[src/spec_pkg.sv]
//##########################################################################
// frame size, field widths and stream structs for the spectrum path
// POWER_W must equal 2*SAMPLE_W and MAG_W must equal POWER_W/2
//##########################################################################
package spec_pkg;

   localparam int FFT_POINTS = 256;
   localparam int BIN_W      = 8;
   localparam int SAMPLE_W   = 10;
   localparam int EXP_W      = 6;
   localparam int POWER_W    = 20;
   localparam int MAG_W      = 10;
   localparam int CREDIT_MAX = 4;
   localparam int SHIFT_MAX  = 9;
   localparam int SHIFT_W    = $clog2(SHIFT_MAX + 1);
   localparam int CREDIT_W   = $clog2(CREDIT_MAX + 1);
   localparam int ROOT_CNT_W = $clog2(MAG_W);

   typedef struct packed {
      logic                       valid;
      logic                       sop;
      logic                       eop;
      logic signed [EXP_W-1:0]    exp;    // block exponent from the FFT core
      logic signed [SAMPLE_W-1:0] re;
      logic signed [SAMPLE_W-1:0] im;
   } fft_src_t;

   typedef struct packed {
      logic signed [SAMPLE_W-1:0] re;
      logic signed [SAMPLE_W-1:0] im;
   } bin_data_t;

   typedef struct packed {
      logic                       valid;
      logic                       last;
      logic [BIN_W-1:0]           idx;
      logic signed [SAMPLE_W-1:0] re;
      logic signed [SAMPLE_W-1:0] im;
   } bin_sample_t;

   typedef struct packed {
      logic             req;
      logic             we;
      logic [BIN_W-1:0] addr;
      bin_data_t        data;
   } mem_req_t;

   typedef struct packed {
      logic               valid;
      logic [BIN_W-1:0]   idx;
      logic [POWER_W-1:0] power;
      logic [MAG_W-1:0]   mag;      // floor sqrt of power
   } peak_rpt_t;

   typedef struct packed {
      logic               valid;
      logic               last;
      logic [BIN_W-1:0]   idx;
      logic [POWER_W-1:0] power;
   } spec_out_t;

   // re^2 + im^2, never exceeds 2^19 so it fits unsigned
   function automatic logic [POWER_W-1:0] bin_power(input logic signed [SAMPLE_W-1:0] re,
                                                    input logic signed [SAMPLE_W-1:0] im);
      logic signed [2*SAMPLE_W-1:0] re_sq;
      logic signed [2*SAMPLE_W-1:0] im_sq;
      re_sq = re * re;
      im_sq = im * im;
      return $unsigned(re_sq) + $unsigned(im_sq);
   endfunction

endpackage

[src/spectrum_reader.sv]
//##########################################################################
// one sweep per frame_done, a new frame must wait for the sweep to end
// credit_ret must pulse once per consumed item, never beyond CREDIT_MAX
//##########################################################################
`timescale 1ns/1ps

module spectrum_reader
   import spec_pkg::*;
(
   input  logic      sys_clk,
   input  logic      sys_rst,
   input  logic      frame_done,
   input  logic      credit_ret,
   output mem_req_t  rd_req,
   input  logic      rd_valid,
   input  bin_data_t rd_data,
   output spec_out_t spec
);

   logic                active;
   logic [BIN_W-1:0]    addr_q;
   logic [CREDIT_W-1:0] credit_q;
   logic                issue;
   logic                at_last;
   logic [BIN_W-1:0]    idx_d1;    // index of the read in flight
   logic                last_d1;

   assign issue   = active && (credit_q != '0);
   assign at_last = (addr_q == BIN_W'(FFT_POINTS - 1));

   always_comb
   begin
      rd_req      = '0;
      rd_req.req  = issue;
      rd_req.addr = addr_q;
   end

   always_ff @(posedge sys_clk or negedge sys_rst)
   begin
      if (!sys_rst)
      begin
         active   <= 1'b0;
         addr_q   <= '0;
         credit_q <= CREDIT_W'(CREDIT_MAX);
         idx_d1   <= '0;
         last_d1  <= 1'b0;
         spec     <= '0;
      end
      else
      begin
         if (frame_done)
            active <= 1'b1;
         if (issue)
         begin
            addr_q  <= addr_q + 1'b1;     // wraps to 0 after the last bin
            idx_d1  <= addr_q;
            last_d1 <= at_last;
            if (at_last)
               active <= 1'b0;
         end
         case ({issue, credit_ret})
            2'b10:   credit_q <= credit_q - 1'b1;
            2'b01:   credit_q <= credit_q + 1'b1;
            default: credit_q <= credit_q;    // spent and returned together
         endcase
         spec.valid <= rd_valid;
         spec.last  <= rd_valid & last_d1;
         spec.idx   <= idx_d1;
         spec.power <= bin_power(rd_data.re, rd_data.im);
      end
   end

endmodule

[config.mk]
export PLATFORM = sky130hd
export DESIGN_NAME = spectrum_reader
export DESIGN_NICKNAME = d
export VERILOG_FILES = /design/src/spec_pkg.sv /design/src/spectrum_reader.sv
export SDC_FILE = /design/constraint.sdc
export NUM_CORES = 1
export LEC_CHECK = 0
export ABC_CLOCK_PERIOD_IN_PS = 2660
export BUFFER_PORTS_ARGS = -buffer_cell sky130_fd_sc_hd__buf_2
export CORE_MARGIN = 2
export CORE_UTILIZATION = 35
export CTS_CLUSTER_DIAMETER = 30
export DETAILED_ROUTE_END_ITERATION = 10
export PLACE_DENSITY = 0.55
export SYNTH_ARGS = -nofsm -noshare
export SYNTH_HDL_FRONTEND = slang
export SYNTH_SLANG_ARGS = --single-unit
[constraint.sdc]
create_clock -name sys_clk -period 2.66 [get_ports sys_clk]
set_input_delay 0.399 -clock sys_clk [delete_from_list [all_inputs] [get_ports sys_clk]]
set_output_delay 0.399 -clock sys_clk [all_outputs]
set_load 0.02 [all_outputs]
-- After elaboration in Yosys (flattened, before gate mapping)
Cells that the tools add are included.
- flip-flop bits (word level): 51
- latch bits: 0
- bits in writable memories: 0
- bits in read-only memories: 0
- input bits: 25
- output and inout port bits: 60
- memories: 0
- add/sub/neg operators: 4
- multipliers: 2
- divide/modulo/power cells: 0
- $lt $le $gt $ge: 0
- equality and inequality tests: 3
- shift operators: 0
- multiplexer cells: 4
- bitwise operators: 1
- reductions and logical operators: 3
- operators by type and width (kind ; number):
    $mul A10 B10 Y20 ; 2
    $add A20 B20 Y20 ; 1
    $add A8 B1 Y8 const B ; 1
    $eq A8 B8 Y1 const B ; 1
    $pmux W3 S2 ; 1
    $add A3 B1 Y3 const B ; 1
    $mux W1 ; 3
    $reduce_bool A3 Y1 ; 1
    $sub A3 B1 Y3 const B ; 1
    $eq A2 B1 Y1 const B ; 1
    $eq A2 B2 Y1 const B ; 1
    $reduce_bool A2 Y1 ; 1
    $and A1 B1 Y1 ; 1
    $logic_and A1 B1 Y1 ; 1

-- Longest topological paths before layout
- word-level depth: 4
- mapped depth: 24

-- Worst setup path before layout
No wires, ideal clock.
- path kind: input-to-reg
- start point: input port rd_data[9] (netlist bit)
- end point: register spec[18] (netlist bit)
- data arrival time: 6083 ps
- data required time: 2534 ps
- setup slack: -3549 ps
- stages: 21
- path buffers: 1
- path through: clkbuf_1 > nand2_1 > inv_1 > fa_1 > inv_1 > fa_1 > fa_1 > inv_1 > fa_1 > fa_1 > fa_1 > inv_1 > fa_1 > inv_1 > ha_1 > nand3_1 > a2111oi_4 > nor3_2 > a21oi_2 > nor3_1 > a311o_1
- word-level cells in the longest chain between the ends: 2
- RTL lines (element ; RTL line ; text):
    from (decl) ; spectrum_reader.sv:16 ; input bin_data_t rd_data,
    $mul A10 B10 Y20 ; spec_pkg.sv:68 ; im_sq = im * im;
    $add A20 B20 Y20 ; spec_pkg.sv:69 ; return $unsigned(re_sq) + $unsigned(im_sq);
    to (decl) ; spectrum_reader.sv:17 ; output spec_out_t spec
No other way between the ends.
A chain may end at the register's enable or synchronous reset.

-- Worst setup path after layout
- start point: input port rd_data[18] (netlist bit)
- end point: register spec[18] (netlist bit)
- word-level cells in the longest chain between the ends: 2
- RTL lines (element ; RTL line ; text):
    $mul A10 B10 Y20 ; spec_pkg.sv:67 ; re_sq = re * re;
    $add A20 B20 Y20 ; spec_pkg.sv:69 ;
No other way between the ends.

==> qor.yml <==
synth_common_cells: "264 x inv_1, 198 x fa_1, 83 x nand2_1"
hpwl_um: 16510
crit_type: "input port to flop"
grt.overflow.total: 0
syn_area_per_cell_um2: 10.01
multi_input_comb_area_um2: 7187
fin_skew_ns: 0.005882
area.sequential_um2: 1277
synth-seq-cells: 51
hold_path.class: "input port to asynchronous set/reset pin"
r2r.worst_path.cells: 7
vias: 6131
hold_violations: 0
ys_top_cells_by_area: "fa_1 44%, dfrtp_1 14%, inv_1 11%"
cts_made_buffers: 5
timing.setup.tns_ns: -40.46
fin_nets: 1406
die_h_um: 164.1
synth_flop_cell: "dfrtp_1"
setup_viol: 17
ctsHtreeMaxLevel: 2
drc: 0
die_x_um: 164.1
worstPathArrival_ns: 5.81
grt_pass1_wl_um: 32830
synth.distinct_cells: 43
syn-cell-area_um2: 8976
worst_setup_path_start_kind: "input port"
path_cells: "buf_12, and2_4, buf_4, fa_1, inv_1, fa_1, fa_1, inv_1, fa_1, fa_1, fa_1, inv_2, fa_1, inv_2, ha_4, a21o_1, and2_4, nor3_4, a21oi_2, buf_4, a311o_1"
synth-edff-count: 0
insertion_delay_ns: 0.28
slew_violations: 0
wl_per_cell_um: 13.20
fin_crit_sh_pct: 212.2
critPathCaptureType: "flop"
cts.hold.buffers_added: 0
coreArea_um2: 25180
crit_required_ns: 2.83
synthCells: 897
cpPeakStageDelay_ns: 0.55
grt_max_degree: 52
synth_top_area_share_pct: 44.16
clock_sinks: 51
yosysMostFrequentCell: "inv_1"
cts-root-buf: "clkbuf_16"
wl_um: 18980
antennaDiodeCount: 0
viasPerCell: 4.264
min_period_ns: 5.644
drive_gt1_share_pct: 33.57
maxCapViolations: 0
clock.fmax_ghz: 0.1772
ant_nets: 0
yosysWarnings: 0
tightestPinTransition_ns: 0.6457
fillers: 2420
initial_core_util_pct: 35.65
status: "finished, violations left"
grt_pass1_vias: 6877
gp_congestion: 0.8437
violations: "setup timing"
drtIter0Drc: 255
grt_use_total_pct: 15.54
cp.depth: 21
antenna_found_initial: 0
cp_num_buf_inv: 7
num_rows: 58
cpLargestDelayFamily: "adder cells"
clock_path_buffers: 2
areaGrowthSynthToFinish_pct: 31.20
yosys.area.top_type: "fa_1"
port_buffers: 63
rsz0062_at_grt: "true"
crit_path_frequent_cell: "fa_1"
firstDrtPassIters: 4
setup_ws_ns: -2.984
cp_max_fo: 6
async_reset_ff_share_pct: 100.0
slowest_stage: "fa_1"
dieArea_um2: 26940
slew_headroom_pct: 56.95
seq_area_frac_synth_pct: 14.23
io_pins: 85
tritoncts: "done"
clk_pin_slew_ns: 0.07
==> routing by layer <==
metal,GRT usage (%),vias to the layer above,share of wire (%)
met5,0,-,0
met2,29.23,56,55
li1,-,2944,-
met1,19.79,3121,43
met4,1.834,0,0.88
met3,1.490,10,1.6
==> cell type report <==
cell class                 instances  area share [%]
tap                              330           3.506
clock inverter                     2          0.1169
multi-input combinational        562           61.03
clock buffer                       5           1.062
sequential                        51           10.85
inverter                         265           8.585
timing repair buffer             223           14.85
==> cell usage in the layout, fill, tap and decap left out, types with 7 or more instances in the layout <==
| cell | Yosys | final |
|---|---|---|
| inv_1 | 264 | 237 |
| fa_1 | 198 | 180 |
| buf_4 | 22 | 148 |
| nand2_1 | 83 | 65 |
| ha_1 | 75 | 56 |
| dfrtp_1 | 50 | 50 |
| buf_2 | 0 | 44 |
| xnor2_1 | 34 | 28 |
| and2_1 | 39 | 26 |
| inv_2 | 0 | 25 |
| nor2_1 | 32 | 22 |
| conb_1 | 1 | 21 |
| buf_6 | 0 | 20 |
| ha_4 | 0 | 19 |
| fa_2 | 0 | 18 |
| and2_4 | 0 | 13 |
| nand2_2 | 0 | 11 |
| nand2b_1 | 10 | 9 |
| xor2_1 | 9 | 9 |
| buf_12 | 0 | 7 |
==> repair_timing <==
item / CTS / global route
buffers inserted: 16 / 9
endpoints found under the setup margin: 17 / 17
resized for setup: 82 / 67
pin swaps: 39 / 62
hold endpoints to repair: 0 / 0
==> stage by stage <==
stage          instances  instance area, um2  setup slack (ns)  util, %  hold slack (ns)
2_1_floorplan        917                9488            -3.074        -           0.1034
3_3_place_gp        1407               10900            -3.490    43.30           0.3611
3_5_place_dp        1407               10900            -3.507    43.30           0.3605
4_1_cts             1429               11480            -3.050    45.59           0.2287
5_1_grt             1438               11780            -3.155    46.77           0.2234
6_report            1438               11780            -2.984    46.77           0.2230
==> logic make-up (layout without fill, tap and decap cells) <==
group | Yosys count | in the layout | synth area share [%]
xor gates and xnor gates | 43 | 43 | 4.196
DFF | 51 | 51 | 14.23
adders and majority gates | 273 | 273 | 54.61
muxes | 2 | 2 | 0.2370
buffers and inverters | 304 | 495 | 13.63
and+or+nand+nor | 184 | 184 | 9.604
other | 1 | 21 | 0.04178
AOI/OAI and AO/OA | 39 | 39 | 3.443
==> worst paths after layout <==
| check | startpoint | endpoint | slack (ns) |
|---|---|---|---|
| max in group asynchronous | sys_rst | spec[15] | 2.00 |
| worst min-delay path | sys_rst | idx_d1[6] | 0.22 |
| worst max-delay path | rd_data[18] | spec[18] | -2.98 |
| min in group sys_clk | rd_valid | spec[29] | 0.23 |
| worst max register to register | credit_q[0] | credit_q[2] | 0.72 |
| worst min register to register | idx_d1[3] | spec[23] | 0.37 |
==> state kept, by name (all words and copies together) (netlist names) <==
signal / cells
addr_q: 8
credit_q: 3
last_d1: 1
active: 1
idx_d1: 8
spec: 30
Power is not shown: default switching activity piles up to over one toggle a cycle in this logic, so the estimate is an artifact.
