==> src/spec_pkg.sv <==
//##########################################################################
// frame size, field widths and stream structs for the spectrum path
// POWER_W must equal 2*SAMPLE_W and MAG_W must equal POWER_W/2
//##########################################################################
package spec_pkg;

   localparam int FFT_POINTS = 256;
   localparam int BIN_W      = 8;
   localparam int SAMPLE_W   = 10;
   localparam int EXP_W      = 6;
   localparam int POWER_W    = 20;
   localparam int MAG_W      = 10;
   localparam int CREDIT_MAX = 4;
   localparam int SHIFT_MAX  = 9;
   localparam int SHIFT_W    = $clog2(SHIFT_MAX + 1);
   localparam int CREDIT_W   = $clog2(CREDIT_MAX + 1);
   localparam int ROOT_CNT_W = $clog2(MAG_W);

   typedef struct packed {
      logic                       valid;
      logic                       sop;
      logic                       eop;
      logic signed [EXP_W-1:0]    exp;    // block exponent from the FFT core
      logic signed [SAMPLE_W-1:0] re;
      logic signed [SAMPLE_W-1:0] im;
   } fft_src_t;

   typedef struct packed {
      logic signed [SAMPLE_W-1:0] re;
      logic signed [SAMPLE_W-1:0] im;
   } bin_data_t;

   typedef struct packed {
      logic                       valid;
      logic                       last;
      logic [BIN_W-1:0]           idx;
      logic signed [SAMPLE_W-1:0] re;
      logic signed [SAMPLE_W-1:0] im;
   } bin_sample_t;

   typedef struct packed {
      logic             req;
      logic             we;
      logic [BIN_W-1:0] addr;
      bin_data_t        data;
   } mem_req_t;

   typedef struct packed {
      logic               valid;
      logic [BIN_W-1:0]   idx;
      logic [POWER_W-1:0] power;
      logic [MAG_W-1:0]   mag;      // floor sqrt of power
   } peak_rpt_t;

   typedef struct packed {
      logic               valid;
      logic               last;
      logic [BIN_W-1:0]   idx;
      logic [POWER_W-1:0] power;
   } spec_out_t;

   // re^2 + im^2, never exceeds 2^19 so it fits unsigned
   function automatic logic [POWER_W-1:0] bin_power(input logic signed [SAMPLE_W-1:0] re,
                                                    input logic signed [SAMPLE_W-1:0] im);
      logic signed [2*SAMPLE_W-1:0] re_sq;
      logic signed [2*SAMPLE_W-1:0] im_sq;
      re_sq = re * re;
      im_sq = im * im;
      return $unsigned(re_sq) + $unsigned(im_sq);
   endfunction

endpackage

==> src/isqrt.sv <==
//##########################################################################
// floor square root, one root bit per cycle, MAG_W cycles per result
//##########################################################################
`timescale 1ns/1ps

module isqrt
   import spec_pkg::*;
(
   input  logic               sys_clk,
   input  logic               sys_rst,
   input  logic               start,
   input  logic [POWER_W-1:0] radicand,
   output logic [MAG_W-1:0]   root,
   output logic               done
);

   logic [POWER_W-1:0]    rad_q;     // radicand bits not yet consumed
   logic [MAG_W+2:0]      rem_q;
   logic [MAG_W+2:0]      rem_shift;
   logic [MAG_W+2:0]      trial;
   logic [ROOT_CNT_W-1:0] step_q;
   logic                  busy_q;

   assign rem_shift = {rem_q[MAG_W:0], rad_q[POWER_W-1 -: 2]};   // bring down two bits
   assign trial     = {1'b0, root, 2'b01};                       // 4*root + 1

   always_ff @(posedge sys_clk or negedge sys_rst)
   begin
      if (!sys_rst)
      begin
         rad_q  <= '0;
         rem_q  <= '0;
         root   <= '0;
         step_q <= '0;
         busy_q <= 1'b0;
         done   <= 1'b0;
      end
      else
      begin
         done <= 1'b0;
         if (start)
         begin
            rad_q  <= radicand;
            rem_q  <= '0;
            root   <= '0;
            step_q <= ROOT_CNT_W'(MAG_W - 1);
            busy_q <= 1'b1;
         end
         else if (busy_q)
         begin
            rad_q <= rad_q << 2;
            if (rem_shift >= trial)
            begin
               rem_q <= rem_shift - trial;
               root  <= {root[MAG_W-2:0], 1'b1};
            end
            else
            begin
               rem_q <= rem_shift;
               root  <= {root[MAG_W-2:0], 1'b0};
            end
            step_q <= step_q - 1'b1;
            if (step_q == '0)
            begin
               busy_q <= 1'b0;
               done   <= 1'b1;          // root is final with this pulse
            end
         end
      end
   end

endmodule

==> src/peak_search.sv <==
//##########################################################################
// searches bins 1..FFT_POINTS/2 only, DC and upper half are ignored
// ties keep the lower index, report arrives after the square root finishes
//##########################################################################
`timescale 1ns/1ps

module peak_search
   import spec_pkg::*;
(
   input  logic        sys_clk,
   input  logic        sys_rst,
   input  bin_sample_t sample,
   output peak_rpt_t   peak
);

   logic [POWER_W-1:0] pwr;
   logic               in_half;
   logic               sqrt_start;
   logic               sqrt_done;
   logic [MAG_W-1:0]   sqrt_root;
   logic [POWER_W-1:0] max_pwr;
   logic [BIN_W-1:0]   max_idx;
   logic [POWER_W-1:0] hold_pwr;
   logic [BIN_W-1:0]   hold_idx;

   assign pwr        = bin_power(sample.re, sample.im);
   assign in_half    = sample.valid && (sample.idx != '0) && (int'(sample.idx) <= FFT_POINTS / 2);
   assign sqrt_start = sample.valid & sample.last;

   always_ff @(posedge sys_clk or negedge sys_rst)
   begin
      if (!sys_rst)
      begin
         max_pwr  <= '0;
         max_idx  <= '0;
         hold_pwr <= '0;
         hold_idx <= '0;
         peak     <= '0;
      end
      else
      begin
         // bin 1 seeds the running maximum, later bins need strictly more
         if (in_half && ((sample.idx == BIN_W'(1)) || (pwr > max_pwr)))
         begin
            max_pwr <= pwr;
            max_idx <= sample.idx;
         end
         if (sqrt_start)
         begin
            hold_pwr <= max_pwr;                // winner frozen while root runs
            hold_idx <= max_idx;
         end
         peak.valid <= sqrt_done;
         if (sqrt_done)
         begin
            peak.idx   <= hold_idx;
            peak.power <= hold_pwr;
            peak.mag   <= sqrt_root;
         end
      end
   end

   isqrt u_isqrt (
      .sys_clk  (sys_clk),
      .sys_rst  (sys_rst),
      .start    (sqrt_start),
      .radicand (max_pwr),
      .root     (sqrt_root),
      .done     (sqrt_done)
   );

endmodule

==> config.mk <==
export PLATFORM = sky130hd
export DESIGN_NAME = peak_search
export DESIGN_NICKNAME = d
export VERILOG_FILES = /design/src/spec_pkg.sv /design/src/isqrt.sv /design/src/peak_search.sv
export SDC_FILE = /design/constraint.sdc
export NUM_CORES = 1
export LEC_CHECK = 0
export BUFFER_PORTS_ARGS = -buffer_cell sky130_fd_sc_hd__buf_2
export CAP_MARGIN = 40
export CORE_MARGIN = 2
export CORE_UTILIZATION = 35
export CTS_CLUSTER_DIAMETER = 40
export DETAILED_ROUTE_END_ITERATION = 10
export PLACE_DENSITY = 0.47
export SLEW_MARGIN = 0
export SYNTH_ARGS = -nofsm -noshare
export SYNTH_HDL_FRONTEND = slang
export SYNTH_HIERARCHICAL = 1
export SYNTH_SLANG_ARGS = --single-unit
==> constraint.sdc <==
create_clock -name sys_clk -period 5.1 [get_ports sys_clk]
set_input_delay 1.53 -clock sys_clk [delete_from_list [all_inputs] [get_ports sys_clk]]
set_output_delay 1.53 -clock sys_clk [all_outputs]
set_load 0.1 [all_outputs]
Yosys cells after proc, flatten, opt, wreduce, memory -nomap -nowiden
Cells that the tools add are included.
{"block": "word_totals", "reg_bits": 142}
{"block": "op_classes", "mux": 16, "addsub": 3, "n_mul": 2, "magnitude_cmp": 3, "n_reduce_logical": 7, "bitwise": 1, "eq_ne": 1}
{"cell": "$mul 10x10->20", "n": 2}
{"cell": "$mux 20", "n": 2}
{"cell": "$mux 11", "n": 3}
{"cell": "$add 20x20->20", "n": 1}
{"cell": "$gt 20x20->1", "n": 1}
{"cell": "$mux 10", "n": 2}
{"cell": "$ge 13x12->1", "n": 1}
{"cell": "$sub 11x11->11", "n": 1}
{"cell": "$eq 8x1->1 const B", "n": 1}
{"cell": "$le 8x8->1 const B", "n": 1}
{"cell": "$mux 4", "n": 2}
{"cell": "$reduce_bool 8->1", "n": 1}
{"cell": "$mux 1", "n": 7}
{"cell": "$logic_not 4->1", "n": 1}
{"cell": "$sub 4x1->4 const B", "n": 1}
{"cell": "$logic_and 1x1->1", "n": 3}
{"cell": "$reduce_bool 2->1", "n": 1}
{"cell": "$and 1x1->1", "n": 1}
{"cell": "$logic_or 1x1->1", "n": 1}

Depth between registers and ports, before layout
{"block": "logic_depth", "depth_word": 5, "mapped_depth": 34, "depth_no_buf": 32}

Modules after synthesis
The synthesis kept the hierarchy.
{"mod": "peak_search", "area_each_um2": 11222.0, "cells_per_inst": 1049, "instances": 1, "seq_area_each_um2": 2377.3}
{"mod": "isqrt", "area_each_um2": 2717.6, "cells_per_inst": 271, "instances": 1, "seq_area_each_um2": 1176.1}

Least setup slack after synthesis
No wires, ideal clock.
{"block": "synth_timing", "path_kind": "input to register", "from": "input port sample[9] (netlist bit)", "to": "register max_idx[6]", "setup_slack_ns": -4.114, "arrival_ns": 9.089, "path_buffers": 2, "cell_stages": 30, "setup_ns": 0.125, "cell_sequence": "clkbuf_1 -> nand2_1 -> inv_1 -> fa_1 -> inv_1 -> fa_1 -> inv_1 -> fa_1 -> fa_1 -> fa_1 -> fa_1 -> inv_1 -> fa_1 -> inv_1 -> ha_1 -> or2_2 -> o31ai_1 -> nor3_1 -> o31ai_1 -> a21oi_1 -> a31oi_1 -> xnor2_1 -> ha_1 -> nand4_1 -> nor4_1 -> o21ai_0 -> a31oi_1 -> a32oi_4 -> buf_12 -> mux2_4"}
{"block": "synth_between", "elab_chain_cells": 5}
{"item": "start, declared", "line_no": "peak_search.sv:12", "rtl": "input bin_sample_t sample,"}
{"item": "$mul 10x10->20", "line_no": "spec_pkg.sv:68", "rtl": "im_sq = im * im;"}
{"item": "$add 20x20->20", "line_no": "spec_pkg.sv:69", "rtl": "return $unsigned(re_sq) + $unsigned(im_sq);"}
{"item": "net pwr[19]", "line_no": "peak_search.sv:16", "rtl": "logic [POWER_W-1:0] pwr;"}
{"item": "$gt 20x20->1", "line_no": "peak_search.sv:43", "rtl": "if (in_half && ((sample.idx == BIN_W'(1)) || (pwr > max_pwr)))"}
{"item": "$logic_or 1x1->1", "line_no": "peak_search.sv:43"}
{"item": "$logic_and 1x1->1", "line_no": "peak_search.sv:43"}
{"item": "end signal, assigned", "line_no": "peak_search.sv:46", "rtl": "max_idx <= sample.idx;"}
{"item": "end, declared", "line_no": "peak_search.sv:22", "rtl": "logic [BIN_W-1:0] max_idx;"}
The timed path passes the listed nets, and every way through them passes these cells.
A chain may end at the register's enable or synchronous reset.

Worst setup path after layout
{"block": "layout_timing", "from": "input port sample[14] (netlist bit)", "to": "register max_pwr[16]"}
{"block": "layout_between", "elab_chain_cells": 5}
{"item": "$mul 10x10->20", "line_no": "spec_pkg.sv:67", "rtl": "re_sq = re * re;"}
{"item": "$add 20x20->20", "line_no": "spec_pkg.sv:69"}
{"item": "net pwr[19]", "line_no": "peak_search.sv:16"}
{"item": "$gt 20x20->1", "line_no": "peak_search.sv:43"}
{"item": "$logic_or 1x1->1", "line_no": "peak_search.sv:43"}
{"item": "$logic_and 1x1->1", "line_no": "peak_search.sv:43"}
{"item": "end signal, assigned", "line_no": "peak_search.sv:45", "rtl": "max_pwr <= pwr;"}
{"item": "end, declared", "line_no": "peak_search.sv:21", "rtl": "logic [POWER_W-1:0] max_pwr;"}
The timed path passes the listed nets, and every way through them passes these cells.

==> flow_summary_export.csv <==
group,metric,value,unit
outcome,status,"finished, violations left",
outcome,violations,"setup timing",
clock_network,cts_buffer_depth,2,
sta,rsz0062_at_grt,"true",
sta,finalClockSkew,0.01198,ns
clock_network,clock_latency,0.41,ns
cells_and_area,antenna_cells,0,
job,maxCapViolCount,0,
routing,vias,9312,
synth,yosysTopAreaCell,"fa_1",
cells_and_area,finalInstanceArea,0.01726,mm^2
routing,drt_pass1_iterations,4,
die,initial_core_util,35.25,%
critical_path,crit_type,"primary input to flop",
place,gp_congestion,0.8103,
synth,synth.top_cell.area_share,28.00,%
critical_path,max_stage_delay,0.58,ns
sta,setup_viol,28,
sta,min_period,8.722,ns
clock_network,cts_buffers,17,
synth,syn-num-nets,1653,
place,hpwl,24.61,mm
clock_network,cts_hold_buf,0,
synth,ys_warn_count,6,
clock_network,cts-root-buf,"clkbuf_16",
cells_and_area,instances_no_fill,2101,
cells_and_area,layout_common_cells,"288 x inv_1, 193 x buf_4, 189 x fa_1",
global_routing,grt-ovfl-total,0,
sta,timing.final.ws_setup,-3.622,ns
critical_path,crit_path_end_kind,"flop",
sta,fmax,0.1146,GHz
critical_path,cpMostUsedCell,"fa_1",
routing,drc,0,
critical_path,worstPathRequired,5.39,ns
synth,synth_area,0.01394,mm^2
cells_and_area,drive_above_1_share,28.17,%
die,dieArea,0.04144,mm^2
cells_and_area,nNetsFinal,1899,
die,die_w,203.6,um
clock_network,htreeDepth,4,
sta,finalCritPeriodShare,171.0,%
synth,ys_types,62,
sta,slew_violations,0,
clock_network,clkSinkCount,142,
synth,ys_async_sr_fraction,100.0,%
die,rows,73,
critical_path,cp_max_fo,8,
place,post-place-cells,2040,
clock_network,clkSlewWorstSetupHoldPaths,0.06,ns
critical_path,cp_slowest_cell,"fa_2",
global_routing,grt_pass1_wl,51.18,mm
global_routing,grt_max_degree,131,
place,io_buffers,70,
cells_and_area,n_fill_cell,3832,
global_routing,antenna_found_initial,0,
critical_path,start_kind,"primary input",
cells_and_area,syn2layout_area_growth,23.80,%
sta,relSlewSlack,47.74,%
synth,netlist_instances,1320,
synth,synthFlopType,"dfrtp_1",
die,core-area,0.03955,mm^2
global_routing,grt_pass1_vias,10030,
die,ioPinCount,71,
cells_and_area,final_common_cell,"inv_1",
hold_path,hp-class,"flop to flop",
clock_network,cts_tree,"done",
synth,yosys-top-cells-area,"fa_1 28%, dfrtp_1 25%, ha_1 9.5%, inv_1 8.1%, mux2_2 4.4%",
critical_path,crit_arrival,9.01,ns
place,dpl_cell_area,0.01616,mm^2
routing,routed_wirelength,29.94,mm
sta,tightest_slew,0.7838,ns
routing,post_drt_wl_per_cell,14.25,um
synth,synth_edf_count,0,
routing,drtIter0Drc,295,
synth,avgSynthCellArea,10.56,um^2
synth,synth-seq-area-share,25.49,%
routing,postRouteAntennaNets,0,
global_routing,grtUsageTotal,15.31,%
sta,hold_viol_final,0,
routing,routed_via_density,4.432,
die,chipHeight,203.6,um
synth,ys_seq_elements,142,
==> per-layer routing <==
metal	global-route usage (%)	up-vias	part of all wire, %	wire, um
li1	-	4610	-	-
met1	21.99	4601	50	15020
met2	25.27	88	47	14100
met3	1.310	13	1.8	538
met4	3.233	0	0.92	276
met5	0	-	0	0
==> synth_stat cells, drive strengths merged (2+ instances only) <==
cell	count
xor2	10
or3	4
a21o	14
o221ai	3
and2	35
inv	299
ha	106
and3	4
nand4	4
or2	2
xnor2	39
o21bai	2
a211oi	13
nand3	8
o31ai	4
nor4	4
nor2	44
clkbuf	31
nor3	6
buf	8
and4	2
o21ai	50
a21oi	21
or4	3
mux2	75
nand2b	15
dfrtp	142
nor2b	16
o211ai	4
a31oi	4
mux2i	35
o21a	7
nand2	98
fa	195
==> cell families (layout without fill, tap and decap cells) <==
kind of cell,after synthesis,in the layout,synth area share [%]
flops,142,142,25.49
compound gates,130,130,6.175
buf+inv,338,594,9.793
xor+xnor,49,49,3.079
fa+ha+maj,301,301,37.52
mux,110,110,9.111
simple gates,250,250,8.832
==> worst max-delay path: cells and delay by family <==
| family | cells | cell delay (ns) |
|---|---|---|
| adders and majority gates | 9 | 4.18 |
| and+or+nand+nor | 7 | 1.17 |
| AOI/OAI and AO/OA | 5 | 0.85 |
| buffers and inverters | 7 | 0.79 |
| muxes | 1 | 0.30 |
| xor gates and xnor gates | 1 | 0.17 |
==> stage by stage <==
stage	utilization, %	hold slack, ns	TNS [ns]	setup WS, ns
finish	43.63	0.4707	-100.51	-3.622
global route	43.63	0.5026	-109.66	-3.951
detailed placement	40.86	0.4658	-113.86	-4.114
floorplan	-	0.3704	-98.83	-3.577
global placement	40.80	0.4592	-112.89	-4.071
CTS	43.40	0.4790	-97.93	-3.522
==> flip-flops by register name, indices dropped and copies added, names as in the netlist <==
register	count
peak	39
u_isqrt/rad_q	20
u_isqrt/done	1
max_idx	8
u_isqrt/busy_q	1
u_isqrt/root	10
max_pwr	20
hold_idx	8
hold_pwr	20
u_isqrt/step_q	4
u_isqrt/rem_q	11
==> area by class of cell <==
| type | count | area [um^2] | area share [%] |
|---|---|---|---|
| multi-input combinational | 840 | 9320 | 54.01 |
| tap | 525 | 656.9 | 3.807 |
| sequential | 142 | 3556 | 20.61 |
| clock buffer | 17 | 425.4 | 2.465 |
| inverter | 299 | 1141 | 6.612 |
| timing repair buffer | 266 | 1986 | 11.51 |
| clock inverter | 12 | 171.4 | 0.9933 |
==> what timing repair did <==
action | 4_1_cts | 5_1_grt
endpoints found under the hold margin | 0 | 0
setup endpoints to repair | 28 | 28
pin swaps | 24 | 22
setup buffers | 27 | 5
gates resized for setup | 50 | 19
cloned | 1 | 0
==> worst paths after layout <==
check	cells past startpoint	slack, ns	from	to
min in group asynchronous	1	0.93	sys_rst	peak[4]
hold / removal	2	0.47	hold_pwr[11]	hold_pwr[11]
max in group asynchronous	2	3.23	sys_rst	peak[19]
hold reg to reg	2	0.47	hold_pwr[11]	hold_pwr[11]
setup / recovery	30	-3.62	sample[14]	max_pwr[16]
setup reg to reg	12	2.14	max_pwr[7]	max_pwr[16]
Power is left out: the tool's default activity adds up to more than one toggle a clock period on the data nets, which glitch-free logic cannot reach.
