$ cat src/spec_pkg.sv
//##########################################################################
// frame size, field widths and stream structs for the spectrum path
// POWER_W must equal 2*SAMPLE_W and MAG_W must equal POWER_W/2
//##########################################################################
package spec_pkg;

   localparam int FFT_POINTS = 256;
   localparam int BIN_W      = 8;
   localparam int SAMPLE_W   = 10;
   localparam int EXP_W      = 6;
   localparam int POWER_W    = 20;
   localparam int MAG_W      = 10;
   localparam int CREDIT_MAX = 4;
   localparam int SHIFT_MAX  = 9;
   localparam int SHIFT_W    = $clog2(SHIFT_MAX + 1);
   localparam int CREDIT_W   = $clog2(CREDIT_MAX + 1);
   localparam int ROOT_CNT_W = $clog2(MAG_W);

   typedef struct packed {
      logic                       valid;
      logic                       sop;
      logic                       eop;
      logic signed [EXP_W-1:0]    exp;    // block exponent from the FFT core
      logic signed [SAMPLE_W-1:0] re;
      logic signed [SAMPLE_W-1:0] im;
   } fft_src_t;

   typedef struct packed {
      logic signed [SAMPLE_W-1:0] re;
      logic signed [SAMPLE_W-1:0] im;
   } bin_data_t;

   typedef struct packed {
      logic                       valid;
      logic                       last;
      logic [BIN_W-1:0]           idx;
      logic signed [SAMPLE_W-1:0] re;
      logic signed [SAMPLE_W-1:0] im;
   } bin_sample_t;

   typedef struct packed {
      logic             req;
      logic             we;
      logic [BIN_W-1:0] addr;
      bin_data_t        data;
   } mem_req_t;

   typedef struct packed {
      logic               valid;
      logic [BIN_W-1:0]   idx;
      logic [POWER_W-1:0] power;
      logic [MAG_W-1:0]   mag;      // floor sqrt of power
   } peak_rpt_t;

   typedef struct packed {
      logic               valid;
      logic               last;
      logic [BIN_W-1:0]   idx;
      logic [POWER_W-1:0] power;
   } spec_out_t;

   // re^2 + im^2, never exceeds 2^19 so it fits unsigned
   function automatic logic [POWER_W-1:0] bin_power(input logic signed [SAMPLE_W-1:0] re,
                                                    input logic signed [SAMPLE_W-1:0] im);
      logic signed [2*SAMPLE_W-1:0] re_sq;
      logic signed [2*SAMPLE_W-1:0] im_sq;
      re_sq = re * re;
      im_sq = im * im;
      return $unsigned(re_sq) + $unsigned(im_sq);
   endfunction

endpackage

$ cat src/bin_capture.sv
//##########################################################################
// no back-pressure on the input, every valid bin is taken
// positive exponents pass unscaled, negative shifts are capped at SHIFT_MAX
//##########################################################################
`timescale 1ns/1ps

module bin_capture
   import spec_pkg::*;
(
   input  logic        sys_clk,
   input  logic        sys_rst,
   input  fft_src_t    fft_src,
   output bin_sample_t sample,
   output mem_req_t    wr_req,
   output logic        frame_done
);

   logic [BIN_W-1:0]           bin_cnt;
   logic [BIN_W-1:0]           bin_idx;
   logic [EXP_W:0]             exp_mag;
   logic [SHIFT_W-1:0]         shamt;
   logic signed [SAMPLE_W-1:0] re_s;
   logic signed [SAMPLE_W-1:0] im_s;

   always_comb
   begin
      exp_mag = -{fft_src.exp[EXP_W-1], fft_src.exp};   // magnitude if exp < 0
      if (!fft_src.exp[EXP_W-1])
         shamt = '0;                                     // zero or positive exponent
      else if (int'(exp_mag) > SHIFT_MAX)
         shamt = SHIFT_W'(SHIFT_MAX);
      else
         shamt = SHIFT_W'(exp_mag);
      re_s    = $signed(fft_src.re) >>> shamt;
      im_s    = $signed(fft_src.im) >>> shamt;
      bin_idx = fft_src.sop ? '0 : bin_cnt;              // sop restarts numbering
   end

   always_ff @(posedge sys_clk or negedge sys_rst)
   begin
      if (!sys_rst)
      begin
         bin_cnt    <= '0;
         sample     <= '0;
         wr_req     <= '0;
         frame_done <= 1'b0;
      end
      else
      begin
         if (fft_src.valid)
            bin_cnt <= bin_idx + 1'b1;
         sample.valid <= fft_src.valid;
         sample.last  <= fft_src.valid & fft_src.eop;
         sample.idx   <= bin_idx;
         sample.re    <= re_s;
         sample.im    <= im_s;
         wr_req.req     <= fft_src.valid;                // one write per bin
         wr_req.we      <= 1'b1;
         wr_req.addr    <= bin_idx;
         wr_req.data.re <= re_s;
         wr_req.data.im <= im_s;
         frame_done <= sample.valid & sample.last;       // last write lands this edge
      end
   end

endmodule

$ cat config.mk
export PLATFORM = sky130hd
export DESIGN_NAME = bin_capture
export DESIGN_NICKNAME = d
export VERILOG_FILES = /design/src/spec_pkg.sv /design/src/bin_capture.sv
export SDC_FILE = /design/constraint.sdc
export NUM_CORES = 1
export LEC_CHECK = 0
export BUFFER_PORTS_ARGS = -buffer_cell sky130_fd_sc_hd__buf_2
export CORE_AREA = 4 4 94 96
export CTS_BUF_LIST = sky130_fd_sc_hd__clkbuf_8
export DETAILED_ROUTE_END_ITERATION = 7
export DIE_AREA = 0 0 98 100
export GPL_ROUTABILITY_DRIVEN = 1
export SLEW_MARGIN = 20
export SYNTH_ARGS = -nofsm -noshare
export SYNTH_HDL_FRONTEND = slang
export SYNTH_SLANG_ARGS = --single-unit
export TNS_END_PERCENT = 100
$ cat constraint.sdc
create_clock -name sys_clk -period 1.9 [get_ports sys_clk]
set_clock_uncertainty 0.1 [all_clocks]
set_input_delay 0.285 -clock sys_clk [delete_from_list [all_inputs] [get_ports sys_clk]]
set_output_delay 0.285 -clock sys_clk [all_outputs]
set_load 0.005 [all_outputs]
Yosys cells after proc, flatten, opt, wreduce, memory -nomap -nowiden:

Cells that the tools add are included.
W data, S select, Z words.

* register bits after elaboration: 40
* input port bits: 31
* output and inout bits: 61
* word-level logic and storage cells: 18

* add/sub/neg operators: 2
* $lt $le $gt $ge: 1
* shifts and indexed selects: 2
* multiplexer cells: 3
* bitwise logic cells: 2

Operators with widths (number)
* $sshr A10 B4 Y10: 2
* $add A8 B1 Y8 const B: 1
* $mux W4: 2
* $mux W8: 1
* $gt A7 B4 Y1 const B: 1
* $neg A7 Y7: 1
* $and A1 B1 Y1: 2

Depth between registers and ports, before layout:

Gate-level depths: netlist of the first run.

* depth after elaboration: 5
* gate-level depth with buffers: 12
* mapped depth without buffers: 8

Least setup slack after synthesis of the first run:

Ideal clock, no wire load.

* kind: input-to-reg
* start point: input port fft_src[20] (netlist name)
* end point: register wr_req[2] (netlist name)
* data arrival time: 2812 ps
* required time: 1682 ps
* path slack: -1131 ps
* cell stages on the path: 10
* buffers on the path: 2
* cells stage by stage: clkbuf_2 -> buf_1 -> inv_1 -> ha_1 -> o21bai_1 -> a211oi_2 -> a211oi_4 -> mux4_2 -> a22o_1 -> a21o_1

* longest elaborated chain between the ends: 5

RTL lines
* start: declaration: line bin_capture.sv:12 `input fft_src_t fft_src,`
* $neg A7 Y7 (*): line bin_capture.sv:27 `exp_mag = -{fft_src.exp[EXP_W-1], fft_src.exp};`
* $gt A7 B4 Y1: line bin_capture.sv:30 `else if (int'(exp_mag) > SHIFT_MAX)`
* $mux W4 (*): line bin_capture.sv:30
* $mux W4 (*): line bin_capture.sv:28 `if (!fft_src.exp[EXP_W-1])`
* $sshr A10 B4 Y10 (*): line bin_capture.sv:35 `im_s = $signed(fft_src.im) >>> shamt;`
* named net im_s[2]: line bin_capture.sv:23 `logic signed [SAMPLE_W-1:0] im_s;`
* end: declaration: line bin_capture.sv:14 `output mem_req_t wr_req,`

Mark *: on every way through the listed nets, which the timed path passes. The rest lies on a longest branch.
A chain may end at the register's enable or synchronous reset.

Worst setup path in the final report of the first run:

* start point: input port fft_src[20] (netlist name)
* end point: register wr_req[0] (netlist name)

Same word-level chain as after synthesis.

==> results of run 1 <==
[sequential cells by signal, indices dropped and copies added (netlist names)]
name	count
wr_req	30
bin_cnt	8
frame_done	1
sample	1
[metal layers]
layer	global-route usage [%]	share of wire (%)	routed length, um	vias up
li1	-	-	-	1096
met1	15.74	39	2619	1094
met2	25.13	53	3619	69
met3	2.641	6.2	417	11
met4	5.644	1.8	122	0
met5	0	0	0	-
[worst max path at each step]
stage	start	end	slack, ns	cells past startpoint
6_report	fft_src[20]	wr_req[0]	-0.40	10
5_1_grt	fft_src[20]	wr_req[2]	-0.44	11
3_3_place_gp	fft_src[21]	wr_req[0]	-0.63	10
3_5_place_dp	fft_src[21]	wr_req[12]	-0.69	10
4_1_cts	fft_src[20]	wr_req[12]	-0.35	10
2_1_floorplan	fft_src[20]	wr_req[2]	-0.69	10
[power breakdown]
group	total, W	switching (W)	internal (W)
combinational	0.000778	0.000360	0.000418
clock	0.000659	0.000275	0.000384
sequential	0.000983	0.0000458	0.000937
total	0.00242	0.000681	0.00174
[placed cells by master (no fill, tap or decap), drive strengths merged, types with 2 or more instances in the layout]
cell    netlist  final
or3           2      2
mux2i        25     25
a211oi        4      4
nand3         4      4
nand2b        6      6
o31a          2      2
nor3b         4      4
buf          39    149
dfrtp        40     40
mux2          8      8
o21ai         7      7
clkbuf        5      5
inv           8      9
a221o         3      3
nand2        18     18
nor3          3      3
mux4          2      2
and2          5      5
nor2b         7      7
a22o          2      2
a21oi         7      7
o31ai         2      2
o22ai         7      7
xor2          2      2
ha            3      3
nor2         17     17
a21o          2      2
[cell type report]
type,count,area (sq um)
Tap cell,105,131.4
Clock buffer,5,68.82
Inverter,8,32.53
Sequential cell,40,1001
Multi-Input combinational cell,164,1506
Clock inverter,3,38.79
Timing Repair Buffer,150,1023
Fill cell,764,4249
[kinds of logic (layout without fill, tap and decap cells)]
group,Yosys count,after routing,share of synthesized area [%]
xor gates and xnor gates,3,3,1.012
muxes,35,35,15.13
adders and majority gates,3,3,1.446
DFF,40,40,38.55
AOI/OAI and AO/OA,52,52,16.19
and+or+nand+nor,70,70,14.46
buffers and inverters,52,166,13.06
other,1,1,0.1444
[metrics by stage]
stage	power [W]	std cells
2_1_floorplan	0.001406	256
3_3_place_gp	0.001627	450
3_5_place_dp	0.001637	450
4_1_cts	0.002411	471
5_1_grt	0.002561	475
6_report	0.002420	475
[repair_timing]
item                                    in CTS  in global routing
gates cloned                                 1                  0
endpoints found under the hold margin       21                  0
buffers inserted                            11                  7
pin swaps                                   11                 15
hold buffers                                 1                  0
endpoints found under the setup margin      18                 19
resized for setup                           36                 30
==> impl_results.md, run 1 <==
* Largest area contributor in the netlist: dfrtp_1
* Vias in the first global route at 2364
* Share of post-route cells with drive strength above 1 at 56.76%
* Hold Crit Endpoint: wr_req[21]
* Clock tree from TritonCTS: done
* Largest net degree at the start of global routing at 23
* Vias after detailed routing at 2270
* Total of endpoints with negative setup slack in the final report at 18
* Input/output buffers at 91
* Number of antenna-violating nets in the routed design at 0
* Leakage power at 1.822 nW
* Number of nets at the end of the flow at 403
* Run status: finished with violations
* Leftover overflow at the end of global routing at 0
* DP Area at 3252 sq um
* Combined buffer and inverter count along the critical path at 4
* CTS Buffer Depth at 2
* Fin crit share at 121.2%
* Detail-routed via count per cell at 4.779
* Post-synthesis register bit count at 40
* CP required at 1.98 ns
* Slowest stage delay, CP at 0.56 ns
* Worst setup slack before clock tree synthesis at -0.6927 ns
* Post-Synthesis Cell Area at 2596 sq um
* First-pass GRT wire length at 11000 um
* Worst reg2reg setup slack at 0.26 ns
* Ys flop type: dfrtp_1
* I/O pin cnt at 92
* Number of diodes added for antenna fixing at 0
* Drt wl/cell at 14.27 um
* Crit start category: input port
* Layout-stage area growth over the synthesis result at 46.46%
* Total length of routed wires at 6779 um
* Violated checks: negative setup slack
* Die height at 100 um
* Max stage delay cell, worst path: mux4_1
* RePlAce Congestion at 0.8432
* Hold path startpoint: fft_src[27]
* Utilization after layout at 47.23%
* Root buf cell: clkbuf_8
* Die X at 98 um
* Start of the worst register-to-register path: bin_cnt[0]
* Final critical-path setup slack at -0.4032 ns
* Peak VDD IR at 0.2320 mV
* Capturing element type of the critical path: flop
* Part of the Yosys area used for sequential elements at 38.55%
* Cells traversed along the worst timing path: buf_8 > inv_4 > ha_4 > nor3b_4 > buf_4 > o311ai_4 > a211oi_4 > buf_6 > mux4_1 > o221a_1
* Crit path max fanout at 4
* DRC violation count after routing at 0
* H-tree levels at 2
* Area of the placeable core at 8051 sq um
* Top cells by area in the synthesized netlist: dfrtp_1 (39%), buf_4 (9.8%), mux2i_1 (9.6%), mux2_2 (3.0%), nand2_1 (2.6%)
* Worst rel slew slack at 65.11%
* PwrDens at 636.3 nW/um^2
* Row Count at 33
* Number of clock sinks at 40
* Post-synth top cells: dfrtp_1 (40), buf_4 (34), mux2i_1 (25)
* Least-Margin Pin Slew at 0.5234 ns
* Mean instance size in the synthesized netlist at 10.14 sq um
* CTS clk-pin slew, worst paths at 0.07 ns
* Cell count after synthesis at 256
* Worst path arrival time at 2.38 ns
* Number of cells on the worst reg-to-reg path at 8
* HPWL after detailed placement at 5182 um
* Area enclosed by the die boundary at 9800 sq um
* Yosys warnings at 0
* Count of maximum capacitance violations at 0
* Worst min-delay path class: input port to flop
* Initial cell density of the core at 32.25%
* Overall fraction of global-route tracks in use at 13.75%
* Drt pass-1 iters at 4
* Initial DRC Count at 78
* Layout Cell Area excl Fill at 3802 sq um
* Final number of hold-violating endpoints at 0
* Initial antenna violation count at 0
* Worst Hold Margin at 0.1043 ns
* Fraction of synthesized cell area taken by the top area cell type at 38.55%
* Worst R2R End: bin_cnt[6]
* Clock Latency Late Sink at 0.29 ns
* Max-slew violations at 0
* Max frequency at 434.2 MHz
* Post-Synthesis Net Count at 290
* Hold-critical path depth at 2
* Unrepaired setup endpoints after global routing: yes
* Leading cell type by number of instances after synthesis: dfrtp_1
* Post-synth EDFFs at 0
* Clock buffer count from CTS at 5
* Fin crit period at 2.303 ns
* Fin Setup TNS at -4.446 ns
* Kind of cell with the highest combined delay on the critical path: compound AO/OA/AOI/OAI gates
* Async set-or-reset flop fraction in the synthesized netlist at 100.0%
* Netlist cell types at 59
* Category of the critical setup timing path: input port to flop
Power figures use the tool's default switching activity.
==> inputs of run 2 (changes only) <==
Settings changed: BUFFER_PORTS_ARGS -buffer_cell sky130_fd_sc_hd__buf_2 to -buffer_cell sky130_fd_sc_hd__buf_4.
==> run 2 against run 1 <==
Utilization increased by 1.4 points. The flow still finishes with violations (negative setup slack). Global-route usage up 0.18 points. Non-clock buffer count decreased by 3. Register-to-register slack worse by 0.04 ns. First-iteration DRC count up 40%. Critical endpoint is now wr_req[4]. Clock power shrank 16%. Via count about the same. Maximum frequency rose by 4.7%.
==> impl_results.md, run 2 (synthesized netlist as in run 1, its figures left out) <==
* Run status: finished with violations
* Violated checks: negative setup slack
* Drt pass-1 iters at 4 (unchanged)
* Cell Count Post-Placement at 446 (-0.89%)
* Unrepaired setup endpoints after global routing: yes
* Category of the critical setup timing path: input port to flop
* Clock tree from TritonCTS: done
* Hold Crit Endpoint: wr_req[19]
* Leakage power at 1.838 nW (+0.85%)
* Total net switching power at 0.0006791 W (-0.26%)
* I/O pin cnt at 92 (unchanged)
* Clock share of power at 23.3% (-3.9 points)
* Worst min-delay path class: input port to flop
* Portion of total power attributed to combinational logic at 35.1% (+2.9 points)
* Max stage delay cell, worst path: a311o_1
* Layout-stage area growth over the synthesis result at 50.94%
* Largest registers: wr_req x30, bin_cnt x8
* Final critical-path setup slack at -0.2990 ns (+0.1041 ns)
* Commonest non-fill, non-tap cell in the layout: buf_4
* Commonest non-fill, non-tap cells in the layout: buf_4 (131), dfrtp_1 (40), nand2_1 (16), nor2_1 (14), mux2i_1 (14)
* Worst path arrival time at 2.27 ns (-0.11 ns)
* Die X at 98 um (unchanged)
* DRC violation count after routing at 0 (unchanged)
* Fin crit period at 2.199 ns (-0.1041 ns)
* Number of nets at the end of the flow at 400 (-0.74%)
* Leftover overflow at the end of global routing at 0 (unchanged)
* Max frequency at 454.7 MHz (+4.7%)
* Crit start category: input port
* Most flops, register: wr_req
* H-tree levels at 2 (unchanged)
* Number of cells on the worst reg-to-reg path at 8 (unchanged)
* Sequential share of power at 41.6% (+1.0 points)
* Vias in the first global route at 2313 (-2.2%)
* Cells traversed along the worst timing path: buf_8 > inv_6 > ha_4 > nor3b_4 > o311ai_4 > a211oi_4 > buf_6 > buf_4 > mux2i_2 > nand2b_1 > a311o_1
* Count of maximum capacitance violations at 0 (unchanged)
* RePlAce Congestion at 0.8656 (+2.7%)
* First-pass GRT wire length at 11030 um (+0.25%)
* Area of the placeable core at 8051 sq um (unchanged)
* CP required at 1.97 ns (about the same)
* Capturing element type of the critical path: flop
* Register area at 1001 sq um (unchanged)
* Area taken by multi-input logic gates at 1478 sq um (-1.9%)
* Start of the worst register-to-register path: bin_cnt[1]
* Fillcell total at 724 (-5.2%)
* HPWL after detailed placement at 5281 um (+1.9%)
* Area enclosed by the die boundary at 9800 sq um (unchanged)
* Flip-flop count of the largest register, all copies and words added at 30 (unchanged)
* Worst R2R End: bin_cnt[6]
* Number of standard cells in the layout, taps in and fillers out at 472 (-0.63%)
* Hold-critical path depth at 1 (-1)
* Input/output buffers at 91 (unchanged)
* Overall fraction of global-route tracks in use at 13.93% (+0.18 points)
* Number of clock sinks at 40 (unchanged)
* Total length of routed wires at 6837 um (+0.86%)
* Total of endpoints with negative setup slack in the final report at 18 (unchanged)
* Initial DRC Count at 109 (+40%)
* PwrDens at 608.8 nW/um^2 (-4.3%)
* Worst reg2reg setup slack at 0.22 ns (-0.04 ns)
* Die height at 100 um (unchanged)
* Largest net degree at the start of global routing at 41 (+78%)
* Fin Setup TNS at -3.601 ns (+0.8453 ns)
* Number of diodes added for antenna fixing at 0 (unchanged)
* Initial antenna violation count at 0 (unchanged)
* Peak VDD IR at 0.2317 mV (-0.12%)
* Clock Latency Late Sink at 0.28 ns (about the same)
* Row Count at 33 (unchanged)
* Cell-internal power at 0.001706 W (-1.9%)
* Vias after detailed routing at 2268 (-0.088%)
* Detail-routed via count per cell at 4.805 (+0.55%)
* Hold path startpoint: fft_src[19]
* Final number of hold-violating endpoints at 0 (unchanged)
* Fin crit share at 115.7% (-5.5 points)
* Initial cell density of the core at 32.25% (unchanged)
* CTS Buffer Depth at 2 (unchanged)
* CTS clk-pin slew, worst paths at 0.07 ns (about the same)
* Crit path max fanout at 5 (+1)
* Clock buffer count from CTS at 5 (unchanged)
* Switching portion of total power at 28.47% (+0.33 points)
* Slowest stage delay, CP at 0.34 ns (-0.22 ns)
* Root buf cell: clkbuf_8
* Max-slew violations at 0 (unchanged)
* Worst Hold Margin at 0.09256 ns (-0.01172 ns)
* Drt wl/cell at 14.49 um (+1.5%)
* Number of antenna-violating nets in the routed design at 0 (unchanged)
* Share of post-route cells with drive strength above 1 at 54.77% (-2.0 points)
* Worst setup slack before clock tree synthesis at -0.7478 ns (-0.05511 ns)
==> run 2: changes by cell type in the layout (fill, tap and decap cells not counted), moves of 2 or more <==
cell | previous run | this run
buf_2 | 88 | 0
buf_4 | 43 | 131
buf_12 | 5 | 2
mux2_2 | 2 | 4
mux2_4 | 6 | 4
mux2i_1 | 12 | 14
mux2i_2 | 9 | 7
nor2_1 | 12 | 14
nor2_4 | 2 | 0
o22ai_1 | 5 | 7
o22ai_2 | 2 | 0
==> run 2: final cells by class <==
class / count / area share, %
flip-flops and latches: 40 / 25.54
multi-input cells: 164 / 37.71
well taps: 105 / 3.352
clock buffers: 6 / 2.107
repair buffers: 147 / 30.20
inverters: 8 / 0.8940
clock inverters: 2 / 0.1916
==> run 2: worst max path at each step <==
stage                startpoint         to  slack, ns  depth (start not counted)
global placement    fft_src[21]  wr_req[3]      -0.71                         10
CTS                 fft_src[20]  wr_req[2]      -0.29                         10
floorplan           fft_src[20]  wr_req[2]      -0.69                         10
detailed placement  fft_src[21]  wr_req[3]      -0.75                         10
finish              fft_src[20]  wr_req[4]      -0.30                         11
global route        fft_src[20]  wr_req[4]      -0.37                         12
==> run 2: worst max-delay path: cells and delay by family <==
kind                       cells  cell delay [ns]
muxes                          1             0.24
adders and majority gates      1             0.14
buffers and inverters          4             0.47
AOI/OAI and AO/OA              3             0.78
and+or+nand+nor                2             0.33
==> run 2: power by group through the flow <==
stage / clock [W] / sequential [W] / combinational [W]
2_1_floorplan: 0 / 0.00101 / 0.000400
5_1_grt: 0.000623 / 0.00101 / 0.000907
6_report: 0.000555 / 0.000992 / 0.000838
3_3_place_gp: 0 / 0.00101 / 0.000701
3_5_place_dp: 0 / 0.00101 / 0.000708
4_1_cts: 0.000591 / 0.000994 / 0.000813
==> run 2: through the flow <==
step | cell area [sq um] | utilization, % | power, W
global route | 3919 | 48.67 | 0.002536
floorplan | 2656 | - | 0.001406
finish | 3919 | 48.67 | 0.002386
CTS | 3835 | 47.63 | 0.002398
global placement | 3425 | 42.53 | 0.001707
detailed placement | 3425 | 42.53 | 0.001719
==> run 2: timing repair <==
action / CTS / global route
setup buffers: 15 / 2
gates cloned: 1 / 0
endpoints found under the setup margin: 18 / 18
hold endpoints to repair: 40 / 0
pin swaps: 14 / 1
hold buffers: 1 / 0
resized for setup: 39 / 16
==> run 2: per-layer routing <==
layer,up-vias,part of all wire (%),GRT usage (%)
li1,1094,-,-
met1,1064,40,15.96
met3,21,6.1,2.988
met4,0,2.1,5.964
met2,89,52,25.08
met5,-,0,0
